[src/verilog/exec_pkg.sv]
package exec_pkg;

    localparam int data_w = 32;
    localparam int reg_w  = 5;

    // primary opcodes
    localparam logic [5:0] op_special = 6'h00;
    localparam logic [5:0] op_addi    = 6'h08;
    localparam logic [5:0] op_addiu   = 6'h09;
    localparam logic [5:0] op_slti    = 6'h0a;
    localparam logic [5:0] op_sltiu   = 6'h0b;
    localparam logic [5:0] op_andi    = 6'h0c;
    localparam logic [5:0] op_ori     = 6'h0d;
    localparam logic [5:0] op_xori    = 6'h0e;
    localparam logic [5:0] op_lui     = 6'h0f;
    localparam logic [5:0] op_lb      = 6'h20;
    localparam logic [5:0] op_lh      = 6'h21;
    localparam logic [5:0] op_lw      = 6'h23;
    localparam logic [5:0] op_lbu     = 6'h24;
    localparam logic [5:0] op_lhu     = 6'h25;
    localparam logic [5:0] op_sb      = 6'h28;
    localparam logic [5:0] op_sh      = 6'h29;
    localparam logic [5:0] op_sw      = 6'h2b;

    // special function codes
    localparam logic [5:0] fn_sll  = 6'h00;
    localparam logic [5:0] fn_srl  = 6'h02;
    localparam logic [5:0] fn_sra  = 6'h03;
    localparam logic [5:0] fn_sllv = 6'h04;
    localparam logic [5:0] fn_srlv = 6'h06;
    localparam logic [5:0] fn_srav = 6'h07;
    localparam logic [5:0] fn_add  = 6'h20;
    localparam logic [5:0] fn_addu = 6'h21;
    localparam logic [5:0] fn_sub  = 6'h22;
    localparam logic [5:0] fn_subu = 6'h23;
    localparam logic [5:0] fn_and  = 6'h24;
    localparam logic [5:0] fn_or   = 6'h25;
    localparam logic [5:0] fn_xor  = 6'h26;
    localparam logic [5:0] fn_nor  = 6'h27;
    localparam logic [5:0] fn_slt  = 6'h2a;
    localparam logic [5:0] fn_sltu = 6'h2b;

    // cp0 cause codes
    localparam logic [4:0] exc_adel = 5'h04;
    localparam logic [4:0] exc_ades = 5'h05;
    localparam logic [4:0] exc_ri   = 5'h0a;
    localparam logic [4:0] exc_ov   = 5'h0c;

    typedef enum logic [3:0] {
        alu_add, alu_sub, alu_and, alu_or, alu_xor, alu_nor,
        alu_slt, alu_sltu, alu_sll, alu_srl, alu_sra
    } alu_op_e;

    typedef enum logic [3:0] {
        mem_none, mem_lb, mem_lbu, mem_lh, mem_lhu, mem_lw, mem_sb, mem_sh, mem_sw
    } mem_op_e;

    typedef union packed {
        struct packed {
            logic [5:0]       opcode;
            logic [reg_w-1:0] rs;
            logic [reg_w-1:0] rt;
            logic [reg_w-1:0] rd;
            logic [reg_w-1:0] shamt;
            logic [5:0]       funct;
        } r;
        struct packed {
            logic [5:0]       opcode;
            logic [reg_w-1:0] rs;
            logic [reg_w-1:0] rt;
            logic [15:0]      imm;
        } i;
    } inst_u;

    typedef struct packed {
        alu_op_e alu_op;
        logic    a_is_shamt;
        logic    b_is_imm;
        logic    is_lui;
        mem_op_e mem_op;
        logic    trap_on_ovf;
        logic    reserved;
        logic    writes_reg;
    } exec_ctrl_t;

    typedef struct packed {
        logic [data_w-1:0] pc;
        logic [data_w-1:0] result;
        mem_op_e           mem_op;
        logic [data_w-1:0] eaddr;
        logic [reg_w-1:0]  waddr;
        logic [data_w-1:0] rt_data;
    } exec_out_t;

endpackage

[src/verilog/exec_mem_req.sv]
module exec_mem_req (
    input  logic                        valid_i,
    input  exec_pkg::exec_ctrl_t        ctrl_i,
    input  logic [exec_pkg::data_w-1:0] rs_data_i,
    input  logic [exec_pkg::data_w-1:0] rt_data_i,
    input  logic [exec_pkg::data_w-1:0] imm_i,
    input  logic                        block_i,
    output logic [exec_pkg::data_w-1:0] eaddr_o,
    output logic                        adel_o,
    output logic                        ades_o,
    output logic                        data_req_o,
    output logic                        data_wr_o,
    output logic [3:0]                  data_wstrb_o,
    output logic [1:0]                  data_size_o,
    output logic [exec_pkg::data_w-1:0] data_addr_o,
    output logic [exec_pkg::data_w-1:0] data_wdata_o
);
    import exec_pkg::*;

    logic is_half;
    logic is_word;
    logic is_store;
    logic [1:0] ofs;

    // imm is already sign extended for every load and store
    assign eaddr_o = rs_data_i + imm_i;
    assign ofs     = eaddr_o[1:0];

    assign is_half  = ctrl_i.mem_op inside {mem_lh, mem_lhu, mem_sh};
    assign is_word  = ctrl_i.mem_op inside {mem_lw, mem_sw};
    assign is_store = ctrl_i.mem_op inside {mem_sb, mem_sh, mem_sw};

    assign adel_o = !is_store && (is_half && ofs[0] || is_word && ofs != 2'b00);
    assign ades_o = is_store && (is_half && ofs[0] || is_word && ofs != 2'b00);

    // block_i covers every exception, so a misaligned access never goes out
    assign data_req_o = valid_i && (ctrl_i.mem_op != mem_none) && !block_i;
    assign data_wr_o  = is_store;
    assign data_size_o = is_word ? 2'd2 : is_half ? 2'd1 : 2'd0;

    always_comb begin
        data_wstrb_o = 4'b0000;
        if (is_store) begin
            if (is_word) begin
                data_wstrb_o = 4'b1111;
            end else if (is_half) begin
                data_wstrb_o = 4'b0011 << ofs;
            end else begin
                data_wstrb_o = 4'b0001 << ofs;
            end
        end
    end

    assign data_wdata_o = is_word ? rt_data_i :
                          is_half ? {2{rt_data_i[15:0]}} : {4{rt_data_i[7:0]}};

    // unmapped segment clears the top three bits
    assign data_addr_o = {3'b000, eaddr_o[data_w-4:2], 2'b00};

    always_comb begin
        if (data_req_o) begin
            assert (!(adel_o || ades_o)) else $error("memory request with address error");
        end
    end

endmodule

[config.mk]
export PLATFORM = sky130hd
export DESIGN_NAME = exec_mem_req
export DESIGN_NICKNAME = d
export VERILOG_FILES = /design/src/verilog/exec_pkg.sv /design/src/verilog/exec_mem_req.sv
export SDC_FILE = /design/constraint.sdc
export NUM_CORES = 1
export LEC_CHECK = 0
export BUFFER_PORTS_ARGS = -buffer_cell sky130_fd_sc_hd__buf_2
export CORE_AREA = 2 2 85 87
export DETAILED_ROUTE_END_ITERATION = 7
export DIE_AREA = 0 0 87 89
export PLACE_DENSITY = 0.78
export SKIP_LAST_GASP = 1
export SLEW_MARGIN = 20
export SYNTH_ARGS = -nofsm -noshare
export SYNTH_HDL_FRONTEND = slang
export SYNTH_SLANG_ARGS = --single-unit
[constraint.sdc]
create_clock -name vclk -period 2.36
set_clock_uncertainty 0.05 [all_clocks]
set_input_delay 0.118 -clock vclk [all_inputs]
set_output_delay 0.118 -clock vclk [all_outputs]
set_load 0.02 [all_outputs]
==> results.md <==
- CTS Hold Bufs: 0
- DP Worst Slack: -0.162 ns
- Crit path time final: 2.31 ns
- Filler instances: 633
- Initial antenna violation count: 0
- First-pass GRT wire length: 13400 µm
- Pwr dens: 419 mW/mm²
- Synth Area in Simple Gates: between 20 and 25%
- Cell Rows: 30
- Via count: 3413
- Sequential cell area: 0 µm²
- Internal Power: ~0.65 mW
- Io pins: 218
- Post-Synth Adder-Cell Area: roughly 16%
- DRT Pass-1 Iters: 4
- Sw Share: about three fifths
- Most common cell in the netlist: nand2_1
- Max cap viols: 0
- Critical path's slowest cell: ha_1
- Residual DRC: 0
- Fin cells: approximately 650
- Antenna fix cells: 0
- Worst Hold Depth: 2
- Yosys cell types: 49
- GRT Util Overall: 20.9%
- Switching power: about 0.97 mW
- Sequential fraction of the synthesis area: 0%
- Final Hold Vio Count: 0
- Die area: just under 0.008 mm²
- Crit Path Category: in2out
- Worst-margin pin slew: 0.501 ns
- Wl on met1: 3560 µm
- P&R area growth vs syn: 54.5%
- Number of DRC markers in iteration 0: 118
- Final WL: 9470 µm
- Worst endpoint required time: 2.19 ns
- CP endpoint kind: output port
- Pin count of the biggest net entering global routing: 18
- Combinational Power Share: 100.0%
- Largest vdd supply drop: between 0.0003 and 0.0004 V
- Sequential Power Share: 0%
- CP arrival: 2.14 ns
- Post-synthesis area per instance: 6.69 µm²
- Max stage delay on crit path: 0.30 ns
- Synth Warn #: 0
- Share of layout cells above drive strength 1: a little over half
- Final worst path period share: 97.7%
- Vias in the first global route: 3057
- Hold Path End: data_wdata_o[4]
- Routed vias/inst: ~5.3
- CORE AREA: between 0.006 and 0.007 mm²
- F_max: 434 MHz
- Cell family with most CP delay: compound AO/OA/AOI/OAI gates
- Hold path startpoint: rt_data_i[4]
- Detail Placement HPWL: 7910 µm
- Syn Inst Count: around 370
- Area share of the largest cell type after synthesis: 15.5%
- Setup crit start kind: primary input
- Clock power frac: 0%
- Initial Util: 37.2%
- Post-synthesis mux area share: 4.06%
- Final sequential cell count: 0
- Placed Instances: 643
- GP Congestion: 0.855
- Compound-cell area share of the yosys netlist: 30.8%
- Worst hold margin: 0.441 ns
- Worst setup margin: between 0.05 and 0.06 ns
- Most frequent cells after synthesis: nand2_1, buf_4, a21oi_1, ha_1, nor2_1
- Antenna violation net count after detailed routing: 0
- Clock buffers: 0
- Synthesized area: 0.00250 mm²
- Critical path, cell by cell: buf_2, ha_1, a21o_1, a31o_1, o21ai_1, o21ai_1, a21oi_2, o211ai_1, xor2_1, buf_2
- IO buf count: 203
- Unrepaired setup endpoints after global routing: yes
- Pins Over Slew Limit: 0
- Xor-xnor portion of the synthesized cell area: 10.2%
- Area contributors post-synth: ha_1, buf_4, nand2_1
- Chip width: 87 µm
- Status: finished clean
- Setup-failing EPs final: 0
- Largest area contributor in the netlist: ha_1
- Met3 routed WL: 634 µm
- Leak: 2.06 nW
- Hold Path Class: in2out
- Max_slew headroom: about two thirds
- Total negative setup slack: 0 ns
- Metal2 WL: a little over 5000 µm
- DR top layer: met4
- Largest family of logic cells by synthesized area: compound AO/OA/AOI/OAI gates
- GRT overflow: 0
- Final nets: 714
- Worst-path fanout max: 3
- Die H: 89 µm
- Worst path buffer plus inverter count: 2
- Multi-input logic area: 0.00234 mm²
- WL per Instance: 14.6 µm
==> power by group through the flow <==
| stage | Combinational (mW) | Clock (mW) | Sequential (mW) |
|---|---|---|---|
| after floorplan | 1.10 | 0 | 0 |
| after global placement | 1.48 | 0 | 0 |
| after detailed placement | 1.49 | 0 | 0 |
| after CTS | 1.55 | 0 | 0 |
| after global routing | 1.73 | 0 | 0 |
| final | 1.62 | 0 | 0 |
==> cell usage in the layout (no fill, tap or decap), drive strengths merged, types with 2 or more instances in the layout <==
cell	netlist	layout
buf	48	244
nand2	61	61
a21oi	34	34
ha	31	31
nor2	29	29
o21ai	21	21
xnor2	19	19
inv	13	13
a21o	10	10
a22oi	10	10
xor2	10	10
mux2	9	9
nand4	8	8
o21a	8	8
nand3	6	6
nor2b	6	6
o211ai	5	5
conb	1	5
nor3	4	4
o2111ai	4	4
nand2b	3	3
a31oi	3	3
a2111oi	2	2
nor3b	2	2
o21bai	2	2
a221oi	2	2
or2	2	2
a31o	2	2
a211oi	2	2
==> area by class of cell <==
type / instances / share of cell area [%]
inverters: 13 / 1.27
well taps: 80 / 2.59
multi-input cells: 311 / 60.8
repair buffers: 244 / 35.4
==> cell families (layout without fill, tap and decap cells) <==
family                     Yosys count  in the layout
AOI/OAI and AO/OA                  111            111
muxes                                9              9
xor gates and xnor gates            29             29
buffers and inverters               66            257
and+or+nand+nor                    125            125
other                                1              5
adders and majority gates           32             32
==> repair_timing <==
item,CTS,global route
endpoints found under the hold margin,0,0
setup buffers,3,2
gates resized for setup,20,33
setup endpoints to repair,19,30
pin swaps,11,20
==> metrics by stage <==
stage | utilization, % | area, µm² | total power, mW
floorplan | - | 2560 | 1.10
global placement | 53.4 | 3590 | 1.48
detailed placement | 53.4 | 3590 | 1.49
CTS | 55.1 | 3700 | 1.55
global route | 57.4 | 3860 | 1.73
finish | 57.4 | 3860 | 1.62
==> how the worst max path moves through the flow <==
stage                  from              end  depth (start not counted)
6_report       rs_data_i[4]      eaddr_o[19]                         10
4_1_cts        rs_data_i[4]  data_addr_o[28]                         10
2_1_floorplan  rs_data_i[0]      eaddr_o[20]                         11
5_1_grt        rs_data_i[4]  data_addr_o[19]                         10
3_3_place_gp   rs_data_i[0]  data_addr_o[16]                         12
3_5_place_dp   rs_data_i[0]      eaddr_o[30]                         12
==> routing by layer <==
metal  GRT usage [%]  vias up
li1                -     1679
met1            23.4     1576
met2            43.6      152
met3            1.57        6
met4            2.41        0
met5               0        -
Note: power is estimated with default switching activity, not from simulation.
