===== config.mk =====
export PLATFORM = sky130hd
export DESIGN_NAME = exec_decode
export DESIGN_NICKNAME = d
export VERILOG_FILES = /design/src/verilog/exec_pkg.sv /design/src/verilog/exec_decode.sv
export SDC_FILE = /design/constraint.sdc
export NUM_CORES = 1
export LEC_CHECK = 0
export BUFFER_PORTS_ARGS = -buffer_cell sky130_fd_sc_hd__clkbuf_2
export CAP_MARGIN = 20
export CORE_AREA = 2 2 49 51
export DETAILED_ROUTE_END_ITERATION = 16
export DIE_AREA = 0 0 51 53
export PLACE_DENSITY = 0.82
export SLEW_MARGIN = 20
export SYNTH_ARGS = -nofsm -noshare
export SYNTH_HDL_FRONTEND = slang
export SYNTH_SLANG_ARGS = --single-unit

===== constraint.sdc =====
create_clock -name vclk -period 2.2
set_input_delay 0.22 -clock vclk [all_inputs]
set_output_delay 0.22 -clock vclk [all_outputs]
set_load 0.05 [all_outputs]

===== src/verilog/exec_pkg.sv =====
package exec_pkg;

    localparam int data_w = 32;
    localparam int reg_w  = 5;

    // primary opcodes
    localparam logic [5:0] op_special = 6'h00;
    localparam logic [5:0] op_addi    = 6'h08;
    localparam logic [5:0] op_addiu   = 6'h09;
    localparam logic [5:0] op_slti    = 6'h0a;
    localparam logic [5:0] op_sltiu   = 6'h0b;
    localparam logic [5:0] op_andi    = 6'h0c;
    localparam logic [5:0] op_ori     = 6'h0d;
    localparam logic [5:0] op_xori    = 6'h0e;
    localparam logic [5:0] op_lui     = 6'h0f;
    localparam logic [5:0] op_lb      = 6'h20;
    localparam logic [5:0] op_lh      = 6'h21;
    localparam logic [5:0] op_lw      = 6'h23;
    localparam logic [5:0] op_lbu     = 6'h24;
    localparam logic [5:0] op_lhu     = 6'h25;
    localparam logic [5:0] op_sb      = 6'h28;
    localparam logic [5:0] op_sh      = 6'h29;
    localparam logic [5:0] op_sw      = 6'h2b;

    // special function codes
    localparam logic [5:0] fn_sll  = 6'h00;
    localparam logic [5:0] fn_srl  = 6'h02;
    localparam logic [5:0] fn_sra  = 6'h03;
    localparam logic [5:0] fn_sllv = 6'h04;
    localparam logic [5:0] fn_srlv = 6'h06;
    localparam logic [5:0] fn_srav = 6'h07;
    localparam logic [5:0] fn_add  = 6'h20;
    localparam logic [5:0] fn_addu = 6'h21;
    localparam logic [5:0] fn_sub  = 6'h22;
    localparam logic [5:0] fn_subu = 6'h23;
    localparam logic [5:0] fn_and  = 6'h24;
    localparam logic [5:0] fn_or   = 6'h25;
    localparam logic [5:0] fn_xor  = 6'h26;
    localparam logic [5:0] fn_nor  = 6'h27;
    localparam logic [5:0] fn_slt  = 6'h2a;
    localparam logic [5:0] fn_sltu = 6'h2b;

    // cp0 cause codes
    localparam logic [4:0] exc_adel = 5'h04;
    localparam logic [4:0] exc_ades = 5'h05;
    localparam logic [4:0] exc_ri   = 5'h0a;
    localparam logic [4:0] exc_ov   = 5'h0c;

    typedef enum logic [3:0] {
        alu_add, alu_sub, alu_and, alu_or, alu_xor, alu_nor,
        alu_slt, alu_sltu, alu_sll, alu_srl, alu_sra
    } alu_op_e;

    typedef enum logic [3:0] {
        mem_none, mem_lb, mem_lbu, mem_lh, mem_lhu, mem_lw, mem_sb, mem_sh, mem_sw
    } mem_op_e;

    typedef union packed {
        struct packed {
            logic [5:0]       opcode;
            logic [reg_w-1:0] rs;
            logic [reg_w-1:0] rt;
            logic [reg_w-1:0] rd;
            logic [reg_w-1:0] shamt;
            logic [5:0]       funct;
        } r;
        struct packed {
            logic [5:0]       opcode;
            logic [reg_w-1:0] rs;
            logic [reg_w-1:0] rt;
            logic [15:0]      imm;
        } i;
    } inst_u;

    typedef struct packed {
        alu_op_e alu_op;
        logic    a_is_shamt;
        logic    b_is_imm;
        logic    is_lui;
        mem_op_e mem_op;
        logic    trap_on_ovf;
        logic    reserved;
        logic    writes_reg;
    } exec_ctrl_t;

    typedef struct packed {
        logic [data_w-1:0] pc;
        logic [data_w-1:0] result;
        mem_op_e           mem_op;
        logic [data_w-1:0] eaddr;
        logic [reg_w-1:0]  waddr;
        logic [data_w-1:0] rt_data;
    } exec_out_t;

endpackage


===== src/verilog/exec_decode.sv =====
module exec_decode (
    input  exec_pkg::inst_u             inst_i,
    output exec_pkg::exec_ctrl_t        ctrl_o,
    output logic [exec_pkg::reg_w-1:0]  waddr_o,
    output logic [exec_pkg::data_w-1:0] imm_o
);
    import exec_pkg::*;

    logic rd_dest;
    logic zero_ext;

    assign rd_dest  = (inst_i.r.opcode == op_special);
    assign zero_ext = inst_i.i.opcode inside {op_andi, op_ori, op_xori};

    always_comb begin
        ctrl_o             = '0;
        ctrl_o.alu_op      = alu_add;
        ctrl_o.mem_op      = mem_none;
        ctrl_o.writes_reg  = 1'b1;
        ctrl_o.b_is_imm    = !rd_dest;
        // constant shifts take the amount from the shamt field
        ctrl_o.a_is_shamt  = rd_dest && (inst_i.r.funct inside {fn_sll, fn_srl, fn_sra});
        case (inst_i.r.opcode)
            op_special: begin
                ctrl_o.trap_on_ovf = inst_i.r.funct inside {fn_add, fn_sub};
                case (inst_i.r.funct)
                    fn_add, fn_addu:  ctrl_o.alu_op = alu_add;
                    fn_sub, fn_subu:  ctrl_o.alu_op = alu_sub;
                    fn_and:           ctrl_o.alu_op = alu_and;
                    fn_or:            ctrl_o.alu_op = alu_or;
                    fn_xor:           ctrl_o.alu_op = alu_xor;
                    fn_nor:           ctrl_o.alu_op = alu_nor;
                    fn_slt:           ctrl_o.alu_op = alu_slt;
                    fn_sltu:          ctrl_o.alu_op = alu_sltu;
                    fn_sll, fn_sllv:  ctrl_o.alu_op = alu_sll;
                    fn_srl, fn_srlv:  ctrl_o.alu_op = alu_srl;
                    fn_sra, fn_srav:  ctrl_o.alu_op = alu_sra;
                    default:          ctrl_o.reserved = 1'b1;
                endcase
            end
            op_addi:   ctrl_o.trap_on_ovf = 1'b1;
            op_addiu:  ctrl_o.alu_op = alu_add;
            op_slti:   ctrl_o.alu_op = alu_slt;
            op_sltiu:  ctrl_o.alu_op = alu_sltu;
            op_andi:   ctrl_o.alu_op = alu_and;
            op_ori:    ctrl_o.alu_op = alu_or;
            op_xori:   ctrl_o.alu_op = alu_xor;
            op_lui:    ctrl_o.is_lui = 1'b1;
            op_lb:     ctrl_o.mem_op = mem_lb;
            op_lbu:    ctrl_o.mem_op = mem_lbu;
            op_lh:     ctrl_o.mem_op = mem_lh;
            op_lhu:    ctrl_o.mem_op = mem_lhu;
            op_lw:     ctrl_o.mem_op = mem_lw;
            op_sb:     ctrl_o.mem_op = mem_sb;
            op_sh:     ctrl_o.mem_op = mem_sh;
            op_sw:     ctrl_o.mem_op = mem_sw;
            default:   ctrl_o.reserved = 1'b1;
        endcase
        // stores and bad encodings leave the register file alone
        if (ctrl_o.reserved || (ctrl_o.mem_op inside {mem_sb, mem_sh, mem_sw})) begin
            ctrl_o.writes_reg = 1'b0;
        end
    end

    assign waddr_o = !ctrl_o.writes_reg ? '0 :
                     rd_dest            ? inst_i.r.rd : inst_i.i.rt;

    assign imm_o = zero_ext ? {16'h0000, inst_i.i.imm} : {{16{inst_i.i.imm[15]}}, inst_i.i.imm};

endmodule


==> flow_summary_export.csv <==
group,metric,value,unit
detailed_routing,totalWireLength,1940,um
logic_synthesis,yosysTopAreaCellShare,30.5,%
sta,finalSetupViolCount,0,
logic_synthesis,syn_area,763,um^2
sta,period_share,88.3,%
status,outcome,"complete, no violations",
logic_synthesis,synth_fp_nets,141,
power,vdd_drop_max,0.132,mV
power,p_leak,0.000529,uW
floorplanning,die_height,53,um
worst_setup_path,crit_path_start_kind,"input pin",
grt,grt_pass1_wl,3080,um
power,power.share.clock,0,%
sta,fin_crit,1.94,ns
sta,fmax,515,MHz
power,p_sw,230,uW
finish,layout.area.seq,0,um^2
flow_run,cap_violations,0,
cts,ctsResizeCount,0,
placement,hpwlAfterDp,1700,um
sta,tns,0,ns
worst_setup_path,crit_type,"input pin to primary output",
detailed_routing,dr.pass1.iters,4,
finish,seq_cells,0,
finish,finalInstanceArea,1000,um^2
sta,slew_headroom,65.6,%
detailed_routing,vias,839,
logic_synthesis,syn_avg_cell_area,7.00,um^2
power,p_sw_share,75.1,%
grt,grt_max_degree,17,
floorplanning,dieArea,2700,um^2
logic_synthesis,yosys_warnings,0,
worst_setup_path,worstPathMaxFanout,8,
placement,gp_congestion,0.853,
detailed_routing,vias_per_cell,4.74,
worst_setup_path,path_cells,"clkbuf_2 -> and2_1 -> o311ai_2 -> o221ai_2 -> buf_4 -> nor3_4 -> clkbuf_2",
logic_synthesis,yosysUniqueCellTypes,36,
min_path,hp-start,"inst_i[6]",
finish,syn2layout_area_growth,31.6,%
floorplanning,io_pins,83,
logic_synthesis,syn_inst,109,
grt,overflow,0,
cts,cts_hold_buffers,0,
placement,io_buffers,68,
logic_synthesis,ys_seq_area_share,0,%
detailed_routing,routedWlPerCell,10.9,um
logic_synthesis,synth.area.top_cells,"buf_4 (30%), mux2i_1 (7.9%), nor3_1 (5.9%), nand2b_1 (4.9%), a2111oi_4 (3.6%)",
cts,cts_setup_buffers,0,
worst_setup_path,crit_start,"inst_i[2]",
finish,layout-drive-gt1-share,61.7,%
worst_setup_path,slowest_delay,0.33,ns
finish,num_antenna_cells,0,
worst_setup_path,arrival,1.72,ns
finish,nClkBuffers,0,
grt,grt_usage,14.0,%
logic_synthesis,synth_common_cells,"buf_4 (31), nor3_1 (9)",
min_path,hold_path.class,"input pin to primary output",
floorplanning,fp.coreArea,2150,um^2
sta,finalHoldViolCount,0,
floorplanning,initial_core_util,35.5,%
worst_setup_path,cpMaxStageDelayCell,"o311ai_2",
placement,postPlaceCellArea,1000,um^2
worst_setup_path,worstPathRequired,1.98,ns
sta,worst_slew_pin_slew,0.512,ns
grt,antenna_found_initial,0,
finish,finish.net_count,183,
worst_setup_path,critPathMostFrequentCell,"clkbuf_2",
detailed_routing,drt_iter0_drc,19,
sta,maxSlewViolCount,0,
sta,hold_ws,0.440,ns
power,p_int,76.4,uW
power,comb_power_share,100.0,%
sta,rsz0062_at_grt,"no",
detailed_routing,post-route-drc-count,0,
finish,final_util,46.8,%
power,powerDensity,305,nW/um^2
power,power,306,uW
grt,grt_pass1_vias,722,
floorplanning,num_rows,17,
detailed_routing,ant_nets,0,
logic_synthesis,yosys.area.top_type,"buf_4",
floorplanning,die_x,51,um
power,p_seq_share,0,%
logic_synthesis,yosysMostFrequentCell,"buf_4",
worst_setup_path,end_kind,"primary output",
## through the flow
| step | setup slack [ns] | cells |
|---|---|---|
| 6_report | 0.257 | 177 |
| 3_5_place_dp | 0.262 | 177 |
| 4_1_cts | 0.260 | 177 |
| 2_1_floorplan | -0.241 | 109 |
| 5_1_grt | 0.182 | 177 |
| 3_3_place_gp | 0.285 | 177 |
## power by group through the flow
stage	clock, uW	sequential (uW)	combinational, uW
3_5_place_dp	0	0	307
3_3_place_gp	0	0	305
2_1_floorplan	0	0	287
4_1_cts	0	0	308
5_1_grt	0	0	324
6_report	0	0	306
## critical path: cells and delay by family
family / cells / cell delay, ns
and+or+nand+nor: 2 / 0.38
AOI/OAI and AO/OA: 2 / 0.47
buffers and inverters: 3 / 0.65
## layout make-up
| cell class | count | area [um^2] |
|---|---|---|
| Timing Repair Buffer | 75 | 393 |
| Inverter | 5 | 18.8 |
| Multi-Input combinational cell | 69 | 558 |
| Tap cell | 28 | 35.0 |
| Fill cell | 242 | 1140 |
## cell usage in the layout (no fill, tap or decap), types with 2 or more instances in the layout
cell type and n:
clkbuf_2 68, buf_4 7, nor2_1 6, nand2b_1 6, nand2_1 6, mux2i_1 6, a21oi_1 5, inv_1 5
nor3_1 4, nor3_4 4, xor2_1 3, a31oi_1 2, nand3_1 2, o21ai_1 2
## cell families (layout without fill, tap and decap cells)
kind of cell	count (synthesis)	after routing	synth area share (%)
compound gates	19	19	20.7
mux	6	6	7.87
buf+inv	40	80	36.1
simple gates	41	41	32.0
xor+xnor	3	3	3.44
## final timing paths
path	to	slack (ns)	depth (start not counted)
worst max-delay path	waddr_o[2]	0.26	7
worst min-delay path	imm_o[6]	0.44	0
## metal layers
layer / wire length [um] / up-vias / GRT usage, % / share of wire [%]
met4: 0 / 0 / 1.35 / 0
met2: 945 / 41 / 24.2 / 49
met5: 0 / - / 0 / 0
met3: 159 / 0 / 1.13 / 8.2
met1: 831 / 363 / 19.4 / 43
li1: - / 435 / - / -
No activity file was read; power rests on OpenSTA's default activity.
